===== config.mk =====
export PLATFORM = sky130hd
export DESIGN_NAME = tcp_tx_top
export DESIGN_NICKNAME = d
export VERILOG_FILES = /design/src/tcp_tx_pkg.sv /design/src/tcp_tx_cfg.sv /design/src/tcp_tx_arb.sv /design/src/tcp_tx_hdr_ser.sv /design/src/tcp_tx_top.sv
export SDC_FILE = /design/constraint.sdc
export NUM_CORES = 1
export LEC_CHECK = 0
export BUFFER_PORTS_ARGS = -buffer_cell sky130_fd_sc_hd__buf_2
export CAP_MARGIN = 0
export CORE_ASPECT_RATIO = 2
export CORE_UTILIZATION = 54
export CTS_CLUSTER_SIZE = 28
export DETAILED_ROUTE_END_ITERATION = 12
export PLACE_DENSITY = 0.76
export SYNTH_ARGS = -nofsm -noshare
export SYNTH_HDL_FRONTEND = slang
export SYNTH_SLANG_ARGS = --single-unit

===== constraint.sdc =====
create_clock -name clk -period 20 [get_ports clk]
set_input_delay 0 -clock clk [delete_from_list [all_inputs] [get_ports clk]]
set_output_delay 0 -clock clk [all_outputs]
set_load 0.02 [all_outputs]

===== src/tcp_tx_pkg.sv =====
package tcp_tx_pkg;

  typedef logic [31:0] tcp_num_t;
  typedef logic [31:0] ipv4_addr_t;
  typedef logic [15:0] port_t;
  typedef logic [7:0]  tcp_flags_t;

  // TCP flag bits
  localparam tcp_flags_t tcp_flag_ack = 8'h10;
  localparam tcp_flags_t tcp_flag_psh = 8'h08;

  // Fixed IPv4 header fields for every segment of this connection
  localparam logic [7:0]  ipv4_ver_ihl   = 8'h45;
  localparam logic [7:0]  ipv4_ttl       = 8'd64;
  localparam logic [7:0]  ipv4_proto_tcp = 8'd6;
  localparam logic [15:0] ipv4_flags_df  = 16'h4000;

  // Twenty bytes of TCP header, no options
  localparam logic [3:0] tcp_data_offset = 4'd5;

  // IPv4 plus TCP header, in bytes and in 32-bit words
  localparam logic [15:0] hdr_len   = 16'd40;
  localparam int          hdr_words = 10;

  // Words the downstream can absorb before it returns credit
  localparam int credit_depth = 4;
  localparam int credit_w     = 3;

  // Register map of the configuration write port
  localparam logic [3:0] reg_loc_ip = 4'd0;
  localparam logic [3:0] reg_rem_ip = 4'd1;
  localparam logic [3:0] reg_ports  = 4'd2;
  localparam logic [3:0] reg_window = 4'd3;
  localparam logic [3:0] reg_ctrl   = 4'd4;

endpackage


===== src/tcp_tx_cfg.sv =====
module tcp_tx_cfg
  import tcp_tx_pkg::*;
(
  input  logic        clk,
  input  logic        rst,
  input  logic        cfg_we,
  input  logic [3:0]  cfg_addr,
  input  logic [31:0] cfg_wdata,
  output ipv4_addr_t  loc_ip,
  output ipv4_addr_t  rem_ip,
  output port_t       loc_port,
  output port_t       rem_port,
  output logic [15:0] window,
  output logic        connected
);

  // One register per address, written a whole word at a time
  always_ff @(posedge clk) begin
    if (rst) begin
      loc_ip    <= '0;
      rem_ip    <= '0;
      loc_port  <= '0;
      rem_port  <= '0;
      window    <= '0;
      connected <= 1'b0;
    end else if (cfg_we) begin
      case (cfg_addr)
        reg_loc_ip: begin
          loc_ip <= cfg_wdata;
        end
        reg_rem_ip: begin
          rem_ip <= cfg_wdata;
        end
        reg_ports: begin
          // Local port sits in the upper half
          loc_port <= cfg_wdata[31:16];
          rem_port <= cfg_wdata[15:0];
        end
        reg_window: begin
          window <= cfg_wdata[15:0];
        end
        reg_ctrl: begin
          connected <= cfg_wdata[0];
        end
        default: begin
          // Writes to unmapped addresses are dropped
        end
      endcase
    end
  end

endmodule


===== src/tcp_tx_arb.sv =====
module tcp_tx_arb
  import tcp_tx_pkg::*;
(
  input  logic        clk,
  input  logic        rst,
  input  logic        connected,
  input  ipv4_addr_t  loc_ip,
  input  ipv4_addr_t  rem_ip,
  input  port_t       loc_port,
  input  port_t       rem_port,
  input  logic [15:0] window,
  input  logic        send_pld,
  input  logic        send_ka,
  input  logic        send_ack,
  input  tcp_num_t    loc_seq,
  input  tcp_num_t    loc_ack,
  input  tcp_num_t    pld_seq,
  input  logic [15:0] pld_len,
  input  logic        hdr_acc,
  input  logic        hdr_done,
  output logic        pld_sent,
  output logic        ka_sent,
  output logic        ack_sent,
  output logic        hdr_valid,
  output ipv4_addr_t  src_ip,
  output ipv4_addr_t  dst_ip,
  output logic [15:0] ip_id,
  output logic [15:0] ip_len,
  output port_t       src_port,
  output port_t       dst_port,
  output tcp_num_t    seq_num,
  output tcp_num_t    ack_num,
  output tcp_flags_t  flags,
  output logic [15:0] window_out
);

  typedef enum logic [1:0] {
    idle_s,
    active_s,
    sent_s
  } state_t;

  typedef enum logic [1:0] {
    tx_none,
    tx_pld,
    tx_ka,
    tx_ack
  } tx_type_t;

  state_t      state;
  tx_type_t    tx_type;
  logic [15:0] ip_id_cnt;
  logic        start;
  logic        any_sent;

  // Requests are only served on an established connection
  assign start    = (state == idle_s) && connected && (send_pld || send_ka || send_ack);
  assign any_sent = pld_sent || ka_sent || ack_sent;

  always_ff @(posedge clk) begin
    if (rst) begin
      state     <= idle_s;
      tx_type   <= tx_none;
      hdr_valid <= 1'b0;
      pld_sent  <= 1'b0;
      ka_sent   <= 1'b0;
      ack_sent  <= 1'b0;
      ip_id_cnt <= '0;
    end else begin
      if (hdr_acc) begin
        ip_id_cnt <= ip_id_cnt + 16'd1;
      end
      case (state)
        idle_s: begin
          if (start) begin
            hdr_valid <= 1'b1;
            state     <= active_s;
            if (send_pld) begin
              tx_type <= tx_pld;
            end else if (send_ka) begin
              tx_type <= tx_ka;
            end else begin
              tx_type <= tx_ack;
            end
          end
        end
        active_s: begin
          if (hdr_acc) begin
            hdr_valid <= 1'b0;
          end
          if (any_sent) begin
            // The reply has been up for one cycle
            pld_sent <= 1'b0;
            ka_sent  <= 1'b0;
            ack_sent <= 1'b0;
            tx_type  <= tx_none;
            state    <= sent_s;
          end else if (hdr_done) begin
            pld_sent <= (tx_type == tx_pld);
            ka_sent  <= (tx_type == tx_ka);
            ack_sent <= (tx_type == tx_ack);
          end
        end
        sent_s: begin
          // Gives the requester a cycle to drop its level
          state <= idle_s;
        end
        default: begin
          state <= idle_s;
        end
      endcase
    end
  end

  // Header fields, held stable from start until the next segment
  always_ff @(posedge clk) begin
    if (start) begin
      src_ip     <= loc_ip;
      dst_ip     <= rem_ip;
      src_port   <= loc_port;
      dst_port   <= rem_port;
      ack_num    <= loc_ack;
      window_out <= window;
      ip_id      <= ip_id_cnt;
      if (send_pld) begin
        flags   <= tcp_flag_psh | tcp_flag_ack;
        seq_num <= pld_seq;
        ip_len  <= hdr_len + pld_len;
      end else if (send_ka) begin
        // Keep-alive probes one byte below the next sequence number
        flags   <= tcp_flag_ack;
        seq_num <= loc_seq - 32'd1;
        ip_len  <= hdr_len;
      end else begin
        flags   <= tcp_flag_ack;
        seq_num <= loc_seq;
        ip_len  <= hdr_len;
      end
    end
  end

endmodule


===== src/tcp_tx_hdr_ser.sv =====
module tcp_tx_hdr_ser
  import tcp_tx_pkg::*;
(
  input  logic        clk,
  input  logic        rst,
  input  logic        hdr_valid,
  input  ipv4_addr_t  src_ip,
  input  ipv4_addr_t  dst_ip,
  input  logic [15:0] ip_id,
  input  logic [15:0] ip_len,
  input  port_t       src_port,
  input  port_t       dst_port,
  input  tcp_num_t    seq_num,
  input  tcp_num_t    ack_num,
  input  tcp_flags_t  flags,
  input  logic [15:0] window,
  input  logic        credit,
  output logic        hdr_acc,
  output logic        hdr_done,
  output logic        out_valid,
  output logic [31:0] out_data,
  output logic        out_last
);

  typedef enum logic [1:0] {
    idle_s,
    cks_s,
    send_s
  } state_t;

  localparam logic [3:0] last_idx = 4'(hdr_words - 1);

  state_t              state;
  logic [3:0]          word_idx;
  logic [credit_w-1:0] credit_cnt;
  logic [19:0]         cks_sum;
  logic [16:0]         cks_fold1;
  logic [15:0]         cks_fold2;
  logic [15:0]         ip_cks;

  ipv4_addr_t  lat_src_ip;
  ipv4_addr_t  lat_dst_ip;
  logic [15:0] lat_ip_id;
  logic [15:0] lat_ip_len;
  port_t       lat_src_port;
  port_t       lat_dst_port;
  tcp_num_t    lat_seq_num;
  tcp_num_t    lat_ack_num;
  tcp_flags_t  lat_flags;
  logic [15:0] lat_window;

  assign hdr_acc   = (state == idle_s) && hdr_valid;
  assign out_valid = (state == send_s) && (credit_cnt != '0);
  assign out_last  = out_valid && (word_idx == last_idx);
  assign hdr_done  = out_last;

  always_ff @(posedge clk) begin
    if (hdr_acc) begin
      lat_src_ip   <= src_ip;
      lat_dst_ip   <= dst_ip;
      lat_ip_id    <= ip_id;
      lat_ip_len   <= ip_len;
      lat_src_port <= src_port;
      lat_dst_port <= dst_port;
      lat_seq_num  <= seq_num;
      lat_ack_num  <= ack_num;
      lat_flags    <= flags;
      lat_window   <= window;
    end
    if (state == cks_s) begin
      ip_cks <= ~cks_fold2;
    end
  end

  // Nine IPv4 halfwords, the checksum halfword counts as zero
  always_comb begin
    cks_sum = 20'({ipv4_ver_ihl, 8'h00}) + 20'(lat_ip_len) + 20'(lat_ip_id) +
              20'(ipv4_flags_df) + 20'({ipv4_ttl, ipv4_proto_tcp}) +
              20'(lat_src_ip[31:16]) + 20'(lat_src_ip[15:0]) +
              20'(lat_dst_ip[31:16]) + 20'(lat_dst_ip[15:0]);
    cks_fold1 = {1'b0, cks_sum[15:0]} + {13'h0, cks_sum[19:16]};
    cks_fold2 = cks_fold1[15:0] + {15'h0, cks_fold1[16]};
  end

  always_comb begin
    case (word_idx)
      4'd0:    out_data = {ipv4_ver_ihl, 8'h00, lat_ip_len};
      4'd1:    out_data = {lat_ip_id, ipv4_flags_df};
      4'd2:    out_data = {ipv4_ttl, ipv4_proto_tcp, ip_cks};
      4'd3:    out_data = lat_src_ip;
      4'd4:    out_data = lat_dst_ip;
      4'd5:    out_data = {lat_src_port, lat_dst_port};
      4'd6:    out_data = lat_seq_num;
      4'd7:    out_data = lat_ack_num;
      4'd8:    out_data = {tcp_data_offset, 4'h0, lat_flags, lat_window};
      default: out_data = 32'h0;
    endcase
  end

  always_ff @(posedge clk) begin
    if (rst) begin
      state    <= idle_s;
      word_idx <= '0;
    end else begin
      case (state)
        idle_s: begin
          if (hdr_acc) begin
            state <= cks_s;
          end
        end
        cks_s: begin
          word_idx <= '0;
          state    <= send_s;
        end
        send_s: begin
          if (out_last) begin
            state <= idle_s;
          end else if (out_valid) begin
            word_idx <= word_idx + 4'd1;
          end
        end
        default: begin
          state <= idle_s;
        end
      endcase
    end
  end

  // Each emitted word spends a credit, each credit pulse returns one
  always_ff @(posedge clk) begin
    if (rst) begin
      credit_cnt <= credit_w'(credit_depth);
    end else if (credit && !out_valid) begin
      if (credit_cnt != credit_w'(credit_depth)) begin
        credit_cnt <= credit_cnt + 1'b1;
      end
    end else if (!credit && out_valid) begin
      credit_cnt <= credit_cnt - 1'b1;
    end
  end

endmodule


===== src/tcp_tx_top.sv =====
module tcp_tx_top
  import tcp_tx_pkg::*;
(
  input  logic        clk,
  input  logic        rst,
  input  logic        cfg_we,
  input  logic [3:0]  cfg_addr,
  input  logic [31:0] cfg_wdata,
  input  logic        send_pld,
  input  logic        send_ka,
  input  logic        send_ack,
  output logic        pld_sent,
  output logic        ka_sent,
  output logic        ack_sent,
  input  tcp_num_t    loc_seq,
  input  tcp_num_t    loc_ack,
  input  tcp_num_t    pld_seq,
  input  logic [15:0] pld_len,
  input  logic        credit,
  output logic        out_valid,
  output logic [31:0] out_data,
  output logic        out_last
);

  ipv4_addr_t  loc_ip;
  ipv4_addr_t  rem_ip;
  port_t       loc_port;
  port_t       rem_port;
  logic [15:0] window;
  logic        connected;

  logic        hdr_valid;
  logic        hdr_acc;
  logic        hdr_done;
  ipv4_addr_t  src_ip;
  ipv4_addr_t  dst_ip;
  logic [15:0] ip_id;
  logic [15:0] ip_len;
  port_t       src_port;
  port_t       dst_port;
  tcp_num_t    seq_num;
  tcp_num_t    ack_num;
  tcp_flags_t  flags;
  logic [15:0] hdr_window;

  tcp_tx_cfg u_cfg (
    .clk       (clk),
    .rst       (rst),
    .cfg_we    (cfg_we),
    .cfg_addr  (cfg_addr),
    .cfg_wdata (cfg_wdata),
    .loc_ip    (loc_ip),
    .rem_ip    (rem_ip),
    .loc_port  (loc_port),
    .rem_port  (rem_port),
    .window    (window),
    .connected (connected)
  );

  tcp_tx_arb u_arb (
    .clk        (clk),
    .rst        (rst),
    .connected  (connected),
    .loc_ip     (loc_ip),
    .rem_ip     (rem_ip),
    .loc_port   (loc_port),
    .rem_port   (rem_port),
    .window     (window),
    .send_pld   (send_pld),
    .send_ka    (send_ka),
    .send_ack   (send_ack),
    .loc_seq    (loc_seq),
    .loc_ack    (loc_ack),
    .pld_seq    (pld_seq),
    .pld_len    (pld_len),
    .hdr_acc    (hdr_acc),
    .hdr_done   (hdr_done),
    .pld_sent   (pld_sent),
    .ka_sent    (ka_sent),
    .ack_sent   (ack_sent),
    .hdr_valid  (hdr_valid),
    .src_ip     (src_ip),
    .dst_ip     (dst_ip),
    .ip_id      (ip_id),
    .ip_len     (ip_len),
    .src_port   (src_port),
    .dst_port   (dst_port),
    .seq_num    (seq_num),
    .ack_num    (ack_num),
    .flags      (flags),
    .window_out (hdr_window)
  );

  tcp_tx_hdr_ser u_ser (
    .clk       (clk),
    .rst       (rst),
    .hdr_valid (hdr_valid),
    .src_ip    (src_ip),
    .dst_ip    (dst_ip),
    .ip_id     (ip_id),
    .ip_len    (ip_len),
    .src_port  (src_port),
    .dst_port  (dst_port),
    .seq_num   (seq_num),
    .ack_num   (ack_num),
    .flags     (flags),
    .window    (hdr_window),
    .credit    (credit),
    .hdr_acc   (hdr_acc),
    .hdr_done  (hdr_done),
    .out_valid (out_valid),
    .out_data  (out_data),
    .out_last  (out_last)
  );

endmodule


# After elaboration in Yosys (flattened, before gate mapping)
# Index checks and enable logic that the tools add are counted.
[totals]
register_bits = 594
output_inout_bits = 37
word_cells = 146
[classes]
add_sub_neg = 16
eq_ne = 28
n_mux = 30
bitwise_logic = 1
reduce_logical = 34
[op_table]
columns = ["operator", "n"]
rows = [
  ["32-bit case mux with 9 select lines", 1],
  ["20-bit by 16-bit adder with 20-bit output", 5],
  ["32-bit two-way mux", 2],
  ["20-bit by 15-bit adder with 20-bit output (second input constant)", 2],
  ["32-bit by 1-bit subtractor with 32-bit output (second input constant)", 1],
  ["4-bit by 3-bit == test with 1-bit output (second input constant)", 5],
  ["2-bit AND reduction", 9],
  ["15-bit by 16-bit adder with 17-bit output (first input constant)", 1],
  ["16-bit by 4-bit adder with 17-bit output", 1],
  ["16-bit by 1-bit adder with 16-bit output", 1],
  ["16-bit by 1-bit adder with 16-bit output (second input constant)", 1],
  ["6-bit by 16-bit adder with 16-bit output (first input constant)", 1],
  ["4-bit by 2-bit == test with 1-bit output (second input constant)", 4],
  ["16-bit inverter", 1],
  ["2-bit two-way mux", 7],
  ["4-bit two-way mux", 3],
  ["2-bit != test (second input constant)", 5],
  ["1-bit two-way mux", 9],
  ["3-bit two-way mux", 3],
  ["3-bit AND reduction", 3],
  ["4-bit by 1-bit == test with 1-bit output (second input constant)", 2],
  ["4-bit == test (second input constant)", 2],
  ["4-bit logical NOT", 2],
  ["2-bit case mux with 2 select lines", 2],
  ["other kinds (16)", 36],
]

# Logic depth before layout (Yosys ltp)
[logic_depth]
word_depth = 11
depth_mapped = 33
depth_no_buf = 33

# Cells and area by module
# A second synthesis with hierarchy kept.
[hier_totals]
hier_cells = 1930
area_unflattened_um2 = 25697.1
[modules_own_cells]
columns = ["module", "instances", "cells_per_inst", "area_per_inst_um2"]
rows = [
  ["tcp_tx_hdr_ser", 1, 943, 12353.1],
  ["tcp_tx_arb", 1, 580, 8805.9],
  ["tcp_tx_cfg", 1, 407, 4538.1],
]

# Least setup slack after synthesis
# OpenSTA, ideal clock, no wires.
[synth_path]
path_kind = "register -> register"
startpoint = "register u_ser.state[0]"
endpoint = "register u_arb.ip_id_cnt[15]"
setup_time_ps = 128
arrival_time_ps = 19354
slack_ps = 519
path_stages_with_launch = 7
path_buffers = 0
synth_period_minus_slack_ps = 19481
path_cell_list = "dfxtp_1 -> nor3b_1 -> nand4_1 -> nor3_1 -> nand3_1 -> xor2_1 -> nor2_1"
[synth_via]
elab_chain_len = 2
[synth_lines]
columns = ["item", "line", "source"]
rows = [
  ["from (decl)", "tcp_tx_hdr_ser.sv:33", "state_t state;"],
  ["from (signal assigned)", "tcp_tx_hdr_ser.sv:102", "state <= idle_s;"],
  ["from (signal assigned)", "tcp_tx_hdr_ser.sv:108", "state <= cks_s;"],
  ["from (signal assigned)", "tcp_tx_hdr_ser.sv:113", "state <= send_s;"],
  ["2-bit logical NOT", "tcp_tx_hdr_ser.sv:52", "assign hdr_acc = (state == idle_s) && hdr_valid;"],
  ["1-bit logical AND", "tcp_tx_hdr_ser.sv:52", ""],
  ["net hdr_acc", "tcp_tx_top.sv:33", "logic hdr_acc;"],
  ["to (signal assigned)", "tcp_tx_arb.sv:71", "ip_id_cnt <= ip_id_cnt + 16'd1;"],
  ["to (decl)", "tcp_tx_arb.sv:52", "logic [15:0] ip_id_cnt;"],
]
# The timed path passes the listed nets, and every way through them passes these cells.
# A chain may end at the register's enable or synchronous reset.

# Final worst setup path
[layout_path]
startpoint = "register u_ser.lat_ip_len[8]"
endpoint = "register u_ser.ip_cks[15], data pin"
[layout_via]
elab_chain_len = 11
[layout_lines]
columns = ["item", "line", "source"]
rows = [
  ["from (decl)", "tcp_tx_hdr_ser.sv:44", "logic [15:0] lat_ip_len;"],
  ["from (signal assigned)", "tcp_tx_hdr_ser.sv:62", "lat_ip_len <= ip_len;"],
  ["15-bit by 16-bit adder with 17-bit output", "tcp_tx_hdr_ser.sv:77", "cks_sum = 20'({ipv4_ver_ihl, 8'h00}) + 20'(lat_ip_len) + 20'(lat_ip_id) +"],
  ["20-bit by 16-bit adder with 20-bit output", "tcp_tx_hdr_ser.sv:77", ""],
  ["20-bit by 15-bit adder with 20-bit output", "tcp_tx_hdr_ser.sv:77", ""],
  ["20-bit by 15-bit adder with 20-bit output", "tcp_tx_hdr_ser.sv:78", "20'(ipv4_flags_df) + 20'({ipv4_ttl, ipv4_proto_tcp}) +"],
  ["20-bit by 16-bit adder with 20-bit output", "tcp_tx_hdr_ser.sv:78", ""],
  ["20-bit by 16-bit adder with 20-bit output (2 in series)", "tcp_tx_hdr_ser.sv:79", "20'(lat_src_ip[31:16]) + 20'(lat_src_ip[15:0]) +"],
  ["20-bit by 16-bit adder with 20-bit output", "tcp_tx_hdr_ser.sv:80", "20'(lat_dst_ip[31:16]) + 20'(lat_dst_ip[15:0]);"],
  ["16-bit by 4-bit adder with 17-bit output", "tcp_tx_hdr_ser.sv:81", "cks_fold1 = {1'b0, cks_sum[15:0]} + {13'h0, cks_sum[19:16]};"],
  ["16-bit by 1-bit adder with 16-bit output", "tcp_tx_hdr_ser.sv:82", "cks_fold2 = cks_fold1[15:0] + {15'h0, cks_fold1[16]};"],
  ["16-bit inverter", "tcp_tx_hdr_ser.sv:71", "ip_cks <= ~cks_fold2;"],
  ["to (signal assigned)", "tcp_tx_hdr_ser.sv:71", ""],
  ["to (decl)", "tcp_tx_hdr_ser.sv:39", "logic [15:0] ip_cks;"],
]
# No other way between the ends.

==> Flow_metrics.wiki <==
{| class="wikitable"
! Metric !! Value
|-
| Status || finished, final reports clean
|-
| Vias per inst || 5.910
|-
| Final setup viols || 0
|-
| Yosys synthesis warning count || 0
|-
| Hold Path End || u_arb.seq_num[0]
|-
| End of the worst register-to-register path || u_ser.ip_cks[15]
|-
| Number of synthesized flops with an enable pin || 434
|-
| Max Cap Viol || 0
|-
| Final-layout setup total negative slack || 0 ps
|-
| CTS resizes || 0
|-
| Boundary Pins || 192
|-
| Clock transition at the registers of the reported paths || 70 ps
|-
| Worst setup SP type || register
|-
| Total count of hold-check failures in the final report || 0
|-
| Worst reg-to-reg setup slack || 11820 ps
|-
| Initial DRT Pass Iterations || 6
|-
| Width of the die || 151.8 µm
|-
| Cell at the root of the clock tree || clkbuf_16
|-
| Final ANT Viol Nets || 0
|-
| Cell area reported after detailed placement || 25740 µm²
|-
| CORE AREA || 44190 µm²
|-
| H-tree Lvls || 2
|-
| Number of instances on the worst hold path || 3
|-
| Via count of the first global-routing pass || 17120
|-
| Post-Layout Inst Area || 28940 µm²
|-
| Data required time of the worst path || 20320 ps
|-
| FF-to-FF path depth || 32
|-
| Number of slew-limit violations in the final report || 0
|-
| PnR worst setup slack || 11820 ps
|-
| Number of buffers between clock root and the deepest sink || 3
|-
| Hold path startpoint || loc_seq[0]
|-
| Sequential share of the synthesized area || 0.6583
|-
| Routed length per instance || 24.40 µm
|-
| TritonCTS clock tree || done
|-
| Crit-path slowest cell || fa_1
|-
| IO Port Bufs || 191
|-
| Iter 0 DRT Violations || 1533
|-
| Vertical extent of the die || 301.6 µm
|-
| VDD IR-drop max || 0.06656 mV
|-
| Highest fanout seen on the critical path || 5
|-
| Leakage || 10.52 nW
|-
| Fraction of final layout cells with drive strength greater than 1 || 0.1400
|-
| Final cell count without fillers || 2806
|-
| Final Critical Period || 8176 ps
|-
| Post-route clock skew || 22.01 ps
|-
| Max-slew headroom at the worst pin || 0.2189
|-
| Row Count || 109
|-
| Synth-to-Final Area Change || 19.40%
|-
| Final routed DRC violation total || 0
|-
| Post-synthesis register bit count || 580
|-
| Clock sink count || 580
|-
| Worst slew pin tran || 1169 ps
|-
| Fraction of the cycle the final worst path needs || 0.4088
|-
| Most used DFF post-synth || edfxtp_1
|-
| Buffers inserted by post-CTS timing repair || 0
|-
| Distinct cell type count after synthesis || 70
|-
| Total wire length after detailed routing || 68460 µm
|-
| Achievable clock frequency || 122.3 MHz
|-
| Total power || 2.526 mW
|-
| Cell area after synthesis || 24240 µm²
|-
| Final weighted congestion in routability-driven placement || 0.9325
|-
| Worst hold path type || in -> reg
|-
| Total Routing Usage GR || 0.2992
|-
| First-pass GRT wire length || 100700 µm
|-
| Tightest hold margin || 7.158 ps
|-
| Skew-Pair Late Insertion Delay || 580 ps
|-
| Area of the die || 45790 µm²
|-
| Pwr per Cell Area || 87.26 nW/µm²
|-
| Effective utilization at floorplan || 0.5485
|-
| Via count || 16580
|-
| Mapped Cells || 1882
|-
| Post-layout net count || 2480
|-
| Post-placement cell count || 2560
|-
| Fraction of synthesis flops using an asynchronous set or reset pin || 0
|-
| Number of antenna violations at the first check in global routing || 0
|-
| Worst slack at placement || 11840 ps
|-
| Global route overflow || 0
|-
| Final standard cell utilization of the core || 0.6550
|-
| Post-detailed-placement half-perimeter wirelength || 47000 µm
|-
| Critical Path Sink Type || register
|-
| Critical register-to-register path startpoint || u_ser.lat_ip_len[8]
|-
| Classification of the worst setup path || reg -> reg
|-
| Syn Nets || 2152
|-
| Synthesized area per cell || 12.88 µm²
|-
| Critical path data arrival time || 8500 ps
|-
| Largest incremental delay on the critical path || 550 ps
|-
| CTS buffer count || 49
|-
| Unrepaired setup endpoints after global routing || false
|-
| Largest net degree at the start of global routing || 160
|}
==> synthesized netlist by cell type (3+ instances only) <==
cell type | number | share of area
a211oi_1 | 5 | 0.0015
a21boi_0 | 8 | 0.0025
a21o_1 | 4 | 0.0012
a21oi_1 | 157 | 0.032
a222oi_1 | 8 | 0.0033
a22oi_1 | 94 | 0.029
and2_1 | 17 | 0.0044
and3_1 | 12 | 0.0031
clkbuf_1 | 79 | 0.012
dfxtp_1 | 146 | 0.12
edfxtp_1 | 434 | 0.54
fa_1 | 65 | 0.054
ha_1 | 50 | 0.026
inv_1 | 95 | 0.015
mux2i_1 | 5 | 0.0021
nand2_1 | 304 | 0.047
nand2b_1 | 8 | 0.0021
nand3_1 | 36 | 0.0074
nand4_1 | 24 | 0.0062
nand4b_1 | 3 | 0.0011
nor2_1 | 56 | 0.0087
nor2b_1 | 10 | 0.0026
nor3_1 | 23 | 0.0047
nor3b_1 | 7 | 0.0022
nor4_1 | 9 | 0.0023
o2111ai_1 | 5 | 0.0018
o211ai_1 | 5 | 0.0015
o21ai_0 | 57 | 0.012
o21ai_1 | 4 | 0.00083
o21bai_1 | 4 | 0.0012
o31ai_1 | 4 | 0.0012
or3_1 | 13 | 0.0034
xnor2_1 | 51 | 0.018
xor2_1 | 32 | 0.012
==> logic make-up after synthesis <==
kind of cell,synth area share
flip-flops,0.6583
AND/OR/NAND/NOR,0.1005
AO/OA/AOI/OAI,0.1007
buffers and inverters,0.02726
adder cells (fa/ha/maj),0.07950
XOR/XNOR,0.03133
multiplexers,0.002529
==> repair_timing <==
| action | CTS | global route |
|---|---|---|
| hold buffers | 154 | 0 |
| endpoints found under the hold margin | 210 | 0 |
| endpoints found under the setup margin | 0 | 0 |
==> metal layers <==
metal / up-vias / share of wire / global-route usage
li1: 7429 / - / -
met1: 8056 / 0.33 / 0.3227
met2: 866 / 0.52 / 0.5372
met3: 233 / 0.072 / 0.03578
met4: 0 / 0.083 / 0.2231
met5: - / 0 / 0
==> where the power goes <==
part / switching, mW / total (mW) / internal [mW]
Combinational: 0.143 / 0.245 / 0.102
Clock: 0.433 / 0.979 / 0.545
Sequential: 0.00582 / 1.30 / 1.30
Total: 0.582 / 2.53 / 1.94
==> critical path: cells and delay by family (launching register included) <==
kind,cells,cell delay (ps)
compound gates,9,2230
buf+inv,3,230
flops,1,470
fa+ha+maj,8,3120
xor+xnor,3,350
simple gates,9,1530
==> layout make-up <==
class / count / area (µm²)
well taps: 555 / 694.4
clock buffers: 69 / 1435
flip-flops and latches: 580 / 15960
inverters: 95 / 356.6
fillers: 3166 / 15250
repair buffers: 358 / 2610
diodes: 1 / 2.502
multi-input cells: 1126 / 7664
clock inverters: 22 / 224.0
==> flip-flops by register name (all words and copies together), names as in the netlist, 32 cells and up <==
name               cells
u_arb.ack_num         32
u_arb.src_ip          32
u_ser.lat_src_ip      32
u_cfg.loc_ip          32
u_cfg.rem_ip          32
u_arb.dst_ip          32
u_ser.lat_seq_num     32
u_ser.lat_ack_num     32
u_arb.seq_num         32
u_ser.lat_dst_ip      32
==> layout by cell type, fill, tap and decap left out, types with 7 or more instances in the layout <==
master,n
nor4_1,9
a21oi_1,157
a21boi_0,8
and2_1,14
dlygate4sd3_1,154
xor2_1,32
dfxtp_1,146
nor3_1,22
fa_1,65
clkbuf_8,7
nor2_1,55
clkbuf_16,52
inv_1,95
xnor2_1,51
a22oi_1,94
nand2b_1,8
ha_1,50
nand3_1,36
and3_1,12
a222oi_1,8
nor2b_1,9
o21ai_0,57
clkbuf_1,10
buf_4,13
nand2_1,303
edfxtp_1,434
buf_2,190
nand4_1,24
or3_1,13
==> worst max-delay path by stage <==
stage	startpoint	to	slack, ps	cells after the start
floorplan	u_ser.state[0]	u_arb.ip_id_cnt[15]	520	6
global placement	u_ser.lat_dst_ip[2]	u_ser.ip_cks[15]	12030	33
detailed placement	u_ser.lat_ip_len[8]	u_ser.ip_cks[15]	11840	32
CTS	u_ser.lat_ip_len[8]	u_ser.ip_cks[15]	11830	32
global route	u_ser.lat_ip_len[8]	u_ser.ip_cks[15]	11280	32
finish	u_ser.lat_ip_len[8]	u_ser.ip_cks[15]	11820	32
No activity file was read; power rests on OpenSTA's default activity.
